**src/design/fe_pkg.sv**
```systemverilog
// Fetch front end definitions
package fe_pkg;

  // Datapath widths
  localparam int fe_vaddr_width_lp = 32;
  localparam int fe_instr_width_lp = 32;

  // Byte distance between sequential fetches
  localparam int fe_pc_step_lp = 4;

  // Core to front end command opcodes
  typedef enum logic [1:0]
  {
    e_op_state_reset   = 2'd0
    , e_op_pc_redirect = 2'd1
    , e_op_wait        = 2'd2
  } fe_opcode_e;

  typedef struct packed
  {
    fe_opcode_e                   opcode;
    logic [fe_vaddr_width_lp-1:0] vaddr;
  } fe_cmd_s;

  // Kind of message placed in the fetch queue
  typedef enum logic
  {
    e_fe_fetch       = 1'b0
    , e_fe_exception = 1'b1
  } fe_msg_type_e;

  // Exceptions carry the faulting pc and a zero instruction
  typedef struct packed
  {
    fe_msg_type_e                 msg_type;
    logic [fe_vaddr_width_lp-1:0] pc;
    logic [fe_instr_width_lp-1:0] instr;
  } fe_queue_s;

  // Controller states
  typedef enum logic [1:0]
  {
    e_wait    = 2'd0
    , e_run   = 2'd1
    , e_stall = 2'd2
  } fe_state_e;

endpackage

```
**src/design/fe_redirect_if.sv**
```systemverilog
// Redirect and command bundle
interface fe_redirect_if
  import fe_pkg::*;
  ();

  // Restart fetch this cycle
  logic                         redirect_v;
  logic [fe_vaddr_width_lp-1:0] redirect_pc;

  // Decoded view of the command accepted this cycle
  logic                         cmd_v;
  logic                         cmd_immediate;
  logic                         cmd_stall;
  logic                         cmd_wait;

  logic [fe_vaddr_width_lp-1:0] resume_pc;

  modport decode (output redirect_pc, cmd_v, cmd_immediate, cmd_stall, cmd_wait, resume_pc);

  modport ctrl (output redirect_v, input cmd_v, cmd_immediate, cmd_stall, cmd_wait);

  modport pc_gen (input redirect_v, redirect_pc, cmd_v, cmd_immediate, cmd_stall, cmd_wait,
                  resume_pc);

endinterface

```
**src/design/fe_cmd_decode.sv**
```systemverilog
// Front end command decode
module fe_cmd_decode
  import fe_pkg::*;
  (input                                 clk_i
   , input                               reset_i

   , input fe_cmd_s                      fe_cmd_i
   , input                               fe_cmd_v_i
   , output logic                        fe_cmd_yumi_o

   , input                               fetch_fail_i
   , input [fe_vaddr_width_lp-1:0]       fetch_pc_i

   , fe_redirect_if.decode               redir
   );

  logic                         cmd_accept;
  logic                         is_redirect;
  logic                         is_state_reset;
  logic                         is_wait;
  logic [fe_vaddr_width_lp-1:0] resume_pc_r;

  // Commands never have to wait, so each one is taken on its first valid cycle
  assign fe_cmd_yumi_o = fe_cmd_v_i;
  assign cmd_accept    = fe_cmd_v_i & fe_cmd_yumi_o;

  assign is_redirect    = (fe_cmd_i.opcode == e_op_pc_redirect);
  assign is_state_reset = (fe_cmd_i.opcode == e_op_state_reset);
  assign is_wait        = (fe_cmd_i.opcode == e_op_wait);

  assign redir.cmd_v         = cmd_accept;
  assign redir.cmd_immediate = cmd_accept & is_redirect;
  assign redir.cmd_stall     = cmd_accept & is_state_reset;
  assign redir.cmd_wait      = cmd_accept & is_wait;

  // Resume point for leaving stall
  // A state reset names it directly, a failed fetch retries its own pc
  always_ff @(posedge clk_i)
  begin
    if (redir.cmd_stall)
    begin
      resume_pc_r <= fe_cmd_i.vaddr;
    end
    else if (fetch_fail_i)
    begin
      resume_pc_r <= fetch_pc_i;
    end
  end

  assign redir.resume_pc = resume_pc_r;

  // Immediate commands bypass the resume register
  always_comb
  begin
    if (redir.cmd_immediate)
    begin
      redir.redirect_pc = fe_cmd_i.vaddr;
    end
    else
    begin
      redir.redirect_pc = resume_pc_r;
    end
  end

  // Only word aligned targets can reach the fetch path
  assert property (@(posedge clk_i) disable iff (reset_i)
    (redir.cmd_immediate || redir.cmd_stall) |-> (fe_cmd_i.vaddr[1:0] == 2'b00))
    else $error("[ERROR] %0t fe_cmd_i.vaddr unaligned: %h", $time, fe_cmd_i.vaddr);

endmodule

```
**src/design/fe_pc_gen.sv**
```systemverilog
// Next PC generation
module fe_pc_gen
  import fe_pkg::*;
  (input                                 clk_i
   , input                               reset_i

   , fe_redirect_if.pc_gen               redir

   , input                               next_pc_v_i
   , output logic [fe_vaddr_width_lp-1:0] next_pc_o

   , output logic [fe_vaddr_width_lp-1:0] fetch_pc_o
   );

  logic [fe_vaddr_width_lp-1:0] pc_r;
  logic [fe_vaddr_width_lp-1:0] seq_pc;

  assign seq_pc = pc_r + fe_vaddr_width_lp'(fe_pc_step_lp);

  // A redirect always wins over the sequential path
  always_comb
  begin
    if (redir.redirect_v)
    begin
      next_pc_o = redir.redirect_pc;
    end
    else
    begin
      next_pc_o = seq_pc;
    end
  end

  // Last issued pc, which is also the pc of the response one cycle later
  always_ff @(posedge clk_i)
  begin
    if (reset_i)
    begin
      pc_r <= '0;
    end
    else if (next_pc_v_i)
    begin
      pc_r <= next_pc_o;
    end
  end

  assign fetch_pc_o = pc_r;

  // Issued addresses stay on word boundaries
  assert property (@(posedge clk_i) disable iff (reset_i)
    next_pc_v_i |-> (next_pc_o[1:0] == 2'b00))
    else $error("[ERROR] %0t next_pc_o unaligned: %h", $time, next_pc_o);

  // The controller only redirects in a cycle that also issues
  assert property (@(posedge clk_i) disable iff (reset_i)
    redir.redirect_v |-> next_pc_v_i)
    else $error("[ERROR] %0t redirect_v without a request issued", $time);

endmodule

```
**src/design/fe_fetch_ctrl.sv**
```systemverilog
// Fetch controller
module fe_fetch_ctrl
  import fe_pkg::*;
  (input                                 clk_i
   , input                               reset_i

   , fe_redirect_if.ctrl                 redir

   , input [fe_vaddr_width_lp-1:0]       fetch_pc_i
   , input [fe_instr_width_lp-1:0]       imem_data_i
   , input                               imem_fault_i

   , input                               fe_queue_ready_i

   , output logic                        next_pc_v_o
   , output logic                        fetch_fail_o

   , output fe_queue_s                   fe_queue_o
   , output logic                        fe_queue_v_o
   );

  fe_state_e state_r;
  fe_state_e state_n;

  logic fetch_v_r;
  logic poison;
  logic resp_v;
  logic exception_sent;
  logic unstall;

  // Any accepted command kills the response that is in flight
  assign poison = redir.cmd_v;
  assign resp_v = fetch_v_r & ~poison;

  // Messages only go out while the queue can take them
  assign fe_queue_v_o   = resp_v & fe_queue_ready_i;
  assign fetch_fail_o   = fetch_v_r & ~fe_queue_v_o;
  assign exception_sent = fe_queue_v_o & imem_fault_i;

  assign unstall = fe_queue_ready_i & ~redir.cmd_v;

  always_comb
  begin
    fe_queue_o    = '0;
    fe_queue_o.pc = fetch_pc_i;
    if (imem_fault_i)
    begin
      fe_queue_o.msg_type = e_fe_exception;
    end
    else
    begin
      fe_queue_o.msg_type = e_fe_fetch;
      fe_queue_o.instr    = imem_data_i;
    end
  end

  // Commands take priority over whatever the current state wants
  always_comb
  begin
    if (redir.cmd_immediate)
    begin
      state_n = e_run;
    end
    else if (redir.cmd_stall)
    begin
      state_n = e_stall;
    end
    else if (redir.cmd_wait)
    begin
      state_n = e_wait;
    end
    else
    begin
      case (state_r)
        e_stall:
        begin
          state_n = unstall ? e_run : e_stall;
        end
        e_run:
        begin
          // Failed fetch retries from stall, a sent fault parks in wait
          if (fetch_fail_o)
          begin
            state_n = e_stall;
          end
          else if (exception_sent)
          begin
            state_n = e_wait;
          end
          else
          begin
            state_n = e_run;
          end
        end
        default:
        begin
          state_n = e_wait;
        end
      endcase
    end
  end

  always_ff @(posedge clk_i)
  begin
    if (reset_i)
    begin
      state_r   <= e_wait;
      fetch_v_r <= 1'b0;
    end
    else
    begin
      state_r   <= state_n;
      fetch_v_r <= next_pc_v_o;
    end
  end

  // Only run issues; a stall left without a command restarts at resume_pc
  assign next_pc_v_o      = (state_n == e_run);
  assign redir.redirect_v = redir.cmd_immediate | ((state_r == e_stall) & unstall);

  assert property (@(posedge clk_i) disable iff (reset_i)
    fe_queue_v_o |-> fe_queue_ready_i)
    else $error("[ERROR] %0t fe_queue_v_o high with ready low", $time);

endmodule

```
**src/design/fe_top.sv**
```systemverilog
// Instruction fetch front end
module fe_top
  import fe_pkg::*;
  (input                                  clk_i
   , input                                reset_i

   , input fe_cmd_s                       fe_cmd_i
   , input                                fe_cmd_v_i
   , output logic                         fe_cmd_yumi_o

   , output fe_queue_s                    fe_queue_o
   , output logic                         fe_queue_v_o
   , input                                fe_queue_ready_i

   , output logic                         imem_v_o
   , output logic [fe_vaddr_width_lp-1:0] imem_addr_o
   , input [fe_instr_width_lp-1:0]        imem_data_i
   , input                                imem_fault_i
   );

  logic [fe_vaddr_width_lp-1:0] next_pc_lo;
  logic [fe_vaddr_width_lp-1:0] fetch_pc_lo;
  logic                         next_pc_v_lo;
  logic                         fetch_fail_lo;

  fe_redirect_if redir ();

  fe_cmd_decode u_cmd_decode
    (.clk_i           (clk_i)
     ,.reset_i        (reset_i)
     ,.fe_cmd_i       (fe_cmd_i)
     ,.fe_cmd_v_i     (fe_cmd_v_i)
     ,.fe_cmd_yumi_o  (fe_cmd_yumi_o)
     ,.fetch_fail_i   (fetch_fail_lo)
     ,.fetch_pc_i     (fetch_pc_lo)
     ,.redir          (redir.decode)
     );

  fe_pc_gen u_pc_gen
    (.clk_i           (clk_i)
     ,.reset_i        (reset_i)
     ,.redir          (redir.pc_gen)
     ,.next_pc_v_i    (next_pc_v_lo)
     ,.next_pc_o      (next_pc_lo)
     ,.fetch_pc_o     (fetch_pc_lo)
     );

  fe_fetch_ctrl u_fetch_ctrl
    (.clk_i             (clk_i)
     ,.reset_i          (reset_i)
     ,.redir            (redir.ctrl)
     ,.fetch_pc_i       (fetch_pc_lo)
     ,.imem_data_i      (imem_data_i)
     ,.imem_fault_i     (imem_fault_i)
     ,.fe_queue_ready_i (fe_queue_ready_i)
     ,.next_pc_v_o      (next_pc_v_lo)
     ,.fetch_fail_o     (fetch_fail_lo)
     ,.fe_queue_o       (fe_queue_o)
     ,.fe_queue_v_o     (fe_queue_v_o)
     );

  // Memory request is the issued pc
  assign imem_v_o    = next_pc_v_lo;
  assign imem_addr_o = next_pc_lo;

endmodule

```
**config.mk**
```make
export PLATFORM = sky130hd
export DESIGN_NAME = fe_top
export DESIGN_NICKNAME = d
export VERILOG_FILES = /design/src/design/fe_pkg.sv /design/src/design/fe_redirect_if.sv /design/src/design/fe_cmd_decode.sv /design/src/design/fe_pc_gen.sv /design/src/design/fe_fetch_ctrl.sv /design/src/design/fe_top.sv
export SDC_FILE = /design/constraint.sdc
export NUM_CORES = 1
export LEC_CHECK = 0
export BUFFER_PORTS_ARGS = -buffer_cell sky130_fd_sc_hd__buf_2
export CAP_MARGIN = 40
export CORE_MARGIN = 4
export CORE_UTILIZATION = 49
export CTS_CLUSTER_DIAMETER = 100
export DETAILED_ROUTE_END_ITERATION = 10
export HOLD_SLACK_MARGIN = 0.03
export PLACE_DENSITY = 0.86
export RECOVER_POWER = 25
export SYNTH_ARGS = -nofsm -noshare
export SYNTH_HDL_FRONTEND = slang
export SYNTH_SLANG_ARGS = --single-unit
```
**constraint.sdc**
```tcl
create_clock -name clk_i -period 2.85 [get_ports clk_i]
set_input_delay 0.285 -clock clk_i [delete_from_list [all_inputs] [get_ports clk_i]]
set_output_delay 0.285 -clock clk_i [all_outputs]
set_load 0.1 [all_outputs]
```
==> Implementation_results.wiki, run 1 <==
{| class="wikitable"
! Metric !! Value
|-
| Result of the run || finished clean
|-
| Wirelength, routed || 14510 µm
|-
| Vias in the first global route || 4544
|-
| Setup TNS || 0 ns
|-
| Portion of the clock cycle consumed by the worst path in the final layout || 0.9611
|-
| Count of pins over their slew limit || 0
|-
| Clock tree root buffer cell || clkbuf_8
|-
| DR pass1 iterations || 6
|-
| Number of cells produced by synthesis || 489
|-
| Critical path, cell by cell || nand4_1, or4_4, or4_4, a31oi_4, buf_12
|-
| Minimum setup slack among reg-to-reg paths || 0.44 ns
|-
| Clock tree from TritonCTS || yes
|-
| CTS H-Tree Depth || 3
|-
| Number of endpoints with negative hold slack in the final report || 0
|-
| Worst min-delay path class || in2reg
|-
| Setup Crit Path Kind || reg2out
|-
| Setup violators final || 0
|-
| Die ar. || 10020 µm²
|-
| Cell area after synthesis || 4158 µm²
|-
| Transition at the pin with the smallest max-transition slack || 1.223 ns
|-
| Relative area change from synthesis to final layout || 43.70%
|-
| Number of core rows || 33
|-
| Die boundary height || 100.1 µm
|-
| Worst-skew pair later-pin latency || 0.35 ns
|-
| Clock transition at the registers of the reported paths || 0.08 ns
|-
| IO Count || 171
|-
| Hold buffer count at cts || 0
|-
| Final routed DRC violation total || 0
|-
| Worst setup EP type || output pin
|-
| Synthesis Warnings || 0
|-
| Overall die width || 100.1 µm
|-
| Data required time at the worst endpoint || 2.57 ns
|-
| Yosys reg bits || 67
|-
| Mean cell area of the mapped netlist || 8.503 µm²
|-
| Pwr Density || 485.9 nW/µm²
|-
| Initial standard-cell utilization of the core || 0.5060
|-
| Startpoint type of the worst setup path || register
|-
| Antenna violations before repair || 0
|-
| Overall fraction of global-route tracks in use || 0.2854
|-
| Post-synth EDFFs || 32
|-
| Min cycle time layout || 2.739 ns
|-
| Maximum number of pins on one net before global-route repair || 42
|-
| Synthesized-area fraction occupied by adder cells || 0.009028
|-
| Launch point of the worst path || u_pc_gen.fetch_pc_o[11]
|-
| Reported leakage power || 2.339 nW
|-
| Xor and xnor fraction of the mapped netlist area || 0.03160
|-
| Number of clock sinks || 67
|-
| Maximum fanout along the worst path || 10
|-
| Fraction of the mapped netlist area in simple logic gates || 0.2438
|-
| Layout Utilization || 0.7271
|-
| Number of cells on the worst reg-to-reg path || 9
|-
| Post-synthesis async set-or-reset flop share || 0
|-
| ANT nets after route || 0
|-
| Post-layout net count || 721
|-
| Crit path top cell by count || or4_4
|-
| Maximum Capacitance Violations || 0
|-
| Share of final-layout standard cells stronger than drive strength 1 || 0.3942
|-
| Reg-to-reg critical path startpoint || u_fetch_ctrl.state_r[0]
|-
| Distinct cell type count of the synthesized netlist || 52
|-
| Destination of the critical timing path || imem_addr_o[31]
|-
| Mux contribution to synthesized area || 0.09058
|-
| Placeable core area || 8217 µm²
|-
| Count of fill cells added during filler insertion || 638
|-
| Half-perimeter wire length after placement || 10460 µm
|-
| Max Root-Sink Buffers || 2
|-
| Post-route total power || 2.903 mW
|-
| Routed length per instance || 19.17 µm
|-
| Total gr overflow || 0
|-
| Diode insertion count for antenna repair || 0
|-
| Syn_nets || 563
|-
| Number of vias per cell after detailed routing || 5.985
|-
| Clock buffers created by TritonCTS || 9
|-
| Worst Clk Skew || 0.008746 ns
|-
| Max stage delay cell, worst path || or4_4
|-
| Flip-flop cell with the highest count after synthesis || dfxtp_1
|-
| Max-Slew Margin vs Limit || 0.1883
|-
| Share of the yosys chip area belonging to registers || 0.3996
|-
| Setup repair after global routing missed its margin || no
|-
| Area fraction in compound gates after synthesis || 0.1742
|-
| Delay of the slowest cell on the worst path || 0.63 ns
|-
| R2r endpoint || u_pc_gen.fetch_pc_o[13]
|-
| First-pass GRT wire length || 22800 µm
|-
| Largest vdd supply drop || 0.0003001 V
|-
| Count of buffers from port buffering || 170
|-
| GP Congestion || 0.8561
|-
| Highest achievable clock rate || 365.1 MHz
|-
| Number of violations reported at the end of detailed-routing iteration 0 || 480
|-
| DR vias || 4531
|-
| Worst Path Arrival || 2.45 ns
|-
| Main combinational cell family by area after synthesis || simple AND/OR/NAND/NOR gates
|}
## cell usage in the layout (no fill, tap or decap), drive strengths merged, types with 7 or more instances in the layout
master | Yosys | final
nor3 | 19 | 19
nor2b | 32 | 32
a21oi | 34 | 34
edfxtp | 32 | 32
mux2 | 29 | 29
clkbuf | 28 | 53
a31oi | 7 | 7
nand2 | 62 | 62
inv | 9 | 10
xnor2 | 11 | 11
dfxtp | 35 | 35
nand3 | 12 | 12
buf | 15 | 146
o22ai | 14 | 14
nand4 | 9 | 9
nor2 | 36 | 36
o21ai | 33 | 33
## power breakdown
part / switching (mW) / internal (mW)
Clock: 0.382 / 0.490
Sequential: 0.0337 / 1.03
Combinational: 0.724 / 0.239
Total: 1.14 / 1.76
## logic make-up after synthesis
family / count (synthesis)
xor+xnor: 15
fa+ha+maj: 3
compound gates: 117
mux: 34
simple gates: 201
flops: 67
buf+inv: 52
## metal layers
layer / track usage / share of wire / vias to the layer above
met2: 0.5033 / 0.51 / 270
met1: 0.3501 / 0.37 / 2146
li1: - / - / 2078
met4: 0.1067 / 0.026 / 0
met3: 0.04656 / 0.10 / 37
met5: 0 / 0 / -
## cells in the mapped netlist, types with 4 or more instances
master | count | area share
xnor2_1 | 11 | 0.023
nor2b_1 | 32 | 0.048
and3_1 | 4 | 0.0060
nand3_1 | 12 | 0.014
mux2i_1 | 5 | 0.012
nor4_1 | 5 | 0.0075
nor3_1 | 19 | 0.023
nor2_1 | 36 | 0.033
o21ai_0 | 33 | 0.040
xor2_1 | 4 | 0.0084
nand4_1 | 8 | 0.012
clkbuf_1 | 27 | 0.024
edfxtp_1 | 32 | 0.23
a32o_1 | 5 | 0.012
inv_1 | 9 | 0.0081
buf_2 | 7 | 0.0084
a31oi_1 | 6 | 0.0090
dfxtp_1 | 35 | 0.17
o31ai_1 | 5 | 0.0090
buf_1 | 6 | 0.0054
or4_1 | 4 | 0.0072
o22ai_1 | 14 | 0.021
nand2_1 | 62 | 0.056
mux2_2 | 29 | 0.079
a21oi_1 | 33 | 0.040
## stage by stage
step                cell area [µm²]  instances  hold slack (ns)  setup slack, ns
finish                         5974        757           0.2464           0.1110
global route                   5974        757           0.2559          0.01991
CTS                            6003        755           0.2491          0.04534
detailed placement             5784        739           0.4808           0.3293
global placement               5784        739           0.4649           0.3726
floorplan                      4523        489           0.4721          -0.1426
## critical path, delay by kind of cell (launching register included)
family | cells | cell delay (ns)
buffers and inverters | 1 | 0.21
DFF | 1 | 0.42
AOI/OAI and AO/OA | 1 | 0.23
and+or+nand+nor | 3 | 1.24
## area by class of cell
class / instances / area (µm²) / area share
well taps: 105 / 131.4 / 0.02199
multi-input cells: 370 / 2547 / 0.4264
clock buffers: 9 / 123.9 / 0.02073
repair buffers: 190 / 1309 / 0.2191
clock inverters: 7 / 91.34 / 0.01529
flip-flops and latches: 67 / 1738 / 0.2909
inverters: 9 / 33.78 / 0.005654
## registers in the layout, summed over array words and instances, names as in the netlist
name,flops
u_fetch_ctrl.state_r,2
u_fetch_ctrl.fetch_v_r,1
u_pc_gen.fetch_pc_o,32
u_cmd_decode.redir.resume_pc,32
## worst min path at each step
stage,endpoint,slack [ns],cells after the start,start
after CTS,u_pc_gen.fetch_pc_o[23],0.25,3,fe_cmd_i[23]
after floorplan,u_cmd_decode.redir.resume_pc[16],0.47,2,fe_cmd_i[16]
after detailed placement,u_pc_gen.fetch_pc_o[0],0.48,2,u_pc_gen.fetch_pc_o[0]
after global placement,u_pc_gen.fetch_pc_o[1],0.46,2,u_pc_gen.fetch_pc_o[1]
final,u_pc_gen.fetch_pc_o[23],0.25,3,fe_cmd_i[23]
after global routing,u_cmd_decode.redir.resume_pc[23],0.26,2,fe_cmd_i[23]
## repair_timing
| item | in CTS | in global routing |
|---|---|---|
| pin swaps | 0 | 3 |
| endpoints found under the hold margin | 0 | 0 |
| buffers inserted | 0 | 2 |
| endpoints found under the setup margin | 1 | 9 |
| gates resized for setup | 1 | 4 |
Power figures use the tool's default switching activity.
==> run 2: changes to the inputs <==
Settings changed: ABC_AREA set to 0, CAP_MARGIN 40 to unset, CORE_UTILIZATION 49 to 52, PLACE_DENSITY 0.86 to 0.87, SYNTH_HIERARCHICAL set to 1.
==> Implementation_results.wiki, run 2 <==
{| class="wikitable"
! Metric !! Value
|-
| Syn_nets || 661 (+17%)
|-
| Clock tree from TritonCTS || yes
|-
| Cell with the most instances after synthesis || mux2_2
|-
| Overall fraction of global-route tracks in use || 0.2927 (+0.007316)
|-
| Count of buffers from port buffering || 170 (unchanged)
|-
| First-pass GRT wire length || 27400 µm (+20%)
|-
| Max Root-Sink Buffers || 2 (unchanged)
|-
| Worst setup EP type || output pin
|-
| Pwr Density || 441.7 nW/µm² (-9.1%)
|-
| Number of endpoints with negative hold slack in the final report || 0 (unchanged)
|-
| Portion of the clock cycle consumed by the worst path in the final layout || 0.9874 (+0.02634)
|-
| Synthesis Warnings || 6 (+6)
|-
| Post-layout net count || 809 (+12%)
|-
| Critical path, cell by cell || buf_4, nand4_1, or4_4, or3_4, a31oi_4, buf_12
|-
| Worst-skew pair later-pin latency || 0.35 ns (about the same)
|-
| Maximum fanout along the worst path || 6 (-4)
|-
| GP Congestion || 0.9175 (+7.2%)
|-
| Number of vias per cell after detailed routing || 6.127 (+2.4%)
|-
| Maximum number of pins on one net before global-route repair || 37 (-12%)
|-
| Post-synthesis async set-or-reset flop share || 0 (unchanged)
|-
| Data required time at the worst endpoint || 2.57 ns (about the same)
|-
| Reg-to-reg critical path startpoint || u_fetch_ctrl/state_r[0]
|-
| Setup violators final || 0 (unchanged)
|-
| Clock buffers created by TritonCTS || 9 (unchanged)
|-
| Cell area after synthesis || 5204 µm² (+25%)
|-
| Vias in the first global route || 5296 (+17%)
|-
| ANT nets after route || 0 (unchanged)
|-
| Cell types with the largest area share after synthesis || edfxtp_1, mux2_2, dfxtp_1, buf_4, nor2b_1
|-
| Distinct cell type count of the synthesized netlist || 62 (+19%)
|-
| Result of the run || finished clean
|-
| Antenna violations before repair || 0 (unchanged)
|-
| Highest achievable clock rate || 355.4 MHz (-2.7%)
|-
| Clock transition at the registers of the reported paths || 0.08 ns (about the same)
|-
| Worst min-delay path startpoint || fe_cmd_i[6]
|-
| Wirelength, routed || 17490 µm (+21%)
|-
| Reported leakage power || 2.714 nW (+16%)
|-
| Die ar. || 11670 µm² (+16%)
|-
| Number of violations reported at the end of detailed-routing iteration 0 || 537 (+12%)
|-
| CTS H-Tree Depth || 3 (unchanged)
|-
| Worst hold path cell count || 2 (-1)
|-
| Number of cells on the worst reg-to-reg path || 8 (-1)
|-
| Sink of the worst hold path || u_cmd_decode/redir.resume_pc[6]
|-
| Worst Clk Skew || 0.01246 ns (+0.003711 ns)
|-
| Yosys top cell by area || edfxtp_1
|-
| Number of core rows || 36 (+9.1%)
|-
| Transition at the pin with the smallest max-transition slack || 1.194 ns (-0.02890 ns)
|-
| Total gr overflow || 0 (unchanged)
|-
| Final routed DRC violation total || 0 (unchanged)
|-
| Setup TNS || 0 ns (unchanged)
|-
| Number of cells produced by synthesis || 587 (+20%)
|-
| Min cycle time layout || 2.814 ns (+0.07507 ns)
|-
| Number of buffer and inverter stages on the critical path || 2 (+1)
|-
| Mean cell area of the mapped netlist || 8.865 µm² (+4.3%)
|-
| Non-filler instance count after layout || 873 (+15%)
|-
| Post-route total power || 3.034 mW (+4.5%)
|-
| Count of fill cells added during filler insertion || 769 (+21%)
|-
| Kind of cell with the highest combined delay on the critical path || simple AND/OR/NAND/NOR gates
|-
| Fraction of synthesized cell area taken by the top area cell type || 0.1847 (-0.04646)
|-
| Diode insertion count for antenna repair || 0 (unchanged)
|-
| Yosys reg bits || 67 (unchanged)
|-
| Post-synth EDFFs || 32 (unchanged)
|-
| Die boundary height || 108.0 µm (+7.9%)
|-
| Commonest non-fill, non-tap cell in the layout || buf_2
|-
| Share of the yosys chip area belonging to registers || 0.3193 (-0.08033)
|-
| Flip-flop cell with the highest count after synthesis || dfxtp_1
|-
| DR vias || 5349 (+18%)
|-
| Maximum Capacitance Violations || 0 (unchanged)
|-
| Startpoint type of the worst setup path || register
|-
| Minimum setup slack among reg-to-reg paths || 0.13 ns (-0.31 ns)
|-
| Initial standard-cell utilization of the core || 0.5324 (+0.02637)
|-
| Top cell types by occurrence after synthesis || mux2_2, nand2_1, buf_4, nor2_1, dfxtp_1
|-
| Worst Path Arrival || 2.53 ns (+0.08 ns)
|-
| Most frequent cells in the layout || buf_2, mux2_2, buf_4
|-
| Routed length per instance || 20.03 µm (+4.5%)
|-
| Relative area change from synthesis to final layout || 31.98%
|-
| Number of clock sinks || 67 (unchanged)
|-
| Placeable core area || 9774 µm² (+19%)
|-
| Setup Crit Path Kind || reg2out
|-
| R2r endpoint || u_pc_gen/fetch_pc_o[12]
|-
| Clock tree root buffer cell || clkbuf_8
|-
| DR pass1 iterations || 7 (+1)
|-
| Delay of the slowest cell on the worst path || 0.65 ns (+0.02 ns)
|-
| Max stage delay cell, worst path || or4_4
|-
| Half-perimeter wire length after placement || 12730 µm (+22%)
|-
| IO Count || 171 (unchanged)
|-
| Count of pins over their slew limit || 0 (unchanged)
|-
| Overall die width || 108.0 µm (+7.9%)
|-
| Worst min-delay path class || in2reg
|-
| Number of cells in the design after placement || 852 (+15%)
|-
| Largest vdd supply drop || 0.0002940 V (-2.0%)
|-
| Share of final-layout standard cells stronger than drive strength 1 || 0.4270 (+0.03286)
|-
| Minimum hold slack || 0.2447 ns (-0.001720 ns)
|-
| Max-Slew Margin vs Limit || 0.2074 (+0.01919)
|}
-- run 2: worst max-delay path by stage --
stage                       startpoint         endpoint  slack [ns]  depth (start not counted)
4_1_cts        u_pc_gen/fetch_pc_o[16]  imem_addr_o[20]       0.003                          6
3_5_place_dp    u_pc_gen/fetch_pc_o[5]  imem_addr_o[19]        0.21                          5
6_report        u_pc_gen/fetch_pc_o[2]  imem_addr_o[21]        0.04                          6
2_1_floorplan  u_fetch_ctrl/state_r[0]  imem_addr_o[14]       -0.45                          8
3_3_place_gp    u_pc_gen/fetch_pc_o[5]  imem_addr_o[21]        0.31                          5
5_1_grt         u_pc_gen/fetch_pc_o[2]  imem_addr_o[21]       -0.01                          6
-- run 2: what timing repair did --
item	4_1_cts	5_1_grt
resized for setup	13	17
pin swaps	2	6
endpoints found under the setup margin	14	19
hold buffers	0	0
setup buffers	3	2
-- run 2: layer usage --
layer | GRT usage | up-vias | share of wire
met1 | 0.3728 | 2537 | 0.39
li1 | - | 2444 | -
met2 | 0.5067 | 322 | 0.50
met5 | 0 | - | 0
met3 | 0.05075 | 46 | 0.081
met4 | 0.08927 | 0 | 0.025
-- run 2: final cells by class --
cell class | instances | area (µm²) | area share
Clock buffer | 9 | 123.9 | 0.01804
Inverter | 16 | 63.81 | 0.009291
Sequential cell | 67 | 1684 | 0.2452
Timing Repair Buffer | 217 | 1598 | 0.2326
Clock inverter | 7 | 68.82 | 0.01002
Multi-Input combinational cell | 424 | 3163 | 0.4606
Tap cell | 133 | 166.4 | 0.02423
-- run 2: where the power goes --
part / switching (mW) / internal (mW) / leakage, nW
Clock: 0.392 / 0.401 / 0.0950
Sequential: 0.0340 / 1.05 / 0.595
Combinational: 0.836 / 0.318 / 2.02
Total: 1.26 / 1.77 / 2.71
-- run 2: through the flow --
| step | worst slack (ns) | instance area (µm²) | utilization |
|---|---|---|---|
| final | 0.03588 | 6868 | 0.7026 |
| after global routing | -0.01300 | 6868 | 0.7026 |
| after CTS | 0.002809 | 6867 | 0.7025 |
| after detailed placement | 0.2129 | 6623 | 0.6775 |
| after global placement | 0.3149 | 6623 | 0.6775 |
| after floorplan | -0.4507 | 5361 | - |
-- run 2: kinds of logic after synthesis --
group / after synthesis / share of synthesized area
AND/OR/NAND/NOR: 236 / 0.2575
AO/OA/AOI/OAI: 105 / 0.1431
buffers and inverters: 96 / 0.1053
multiplexers: 69 / 0.1491
flip-flops: 67 / 0.3193
XOR/XNOR: 11 / 0.01851
adder cells (fa/ha/maj): 3 / 0.007214
-- run 2: worst register-to-register path: cells and delay by family (launching register included) --
kind	cells	cell delay (ns)
flops	1	0.35
buf+inv	2	0.34
simple gates	2	0.85
fa+ha+maj	1	0.22
compound gates	3	0.91
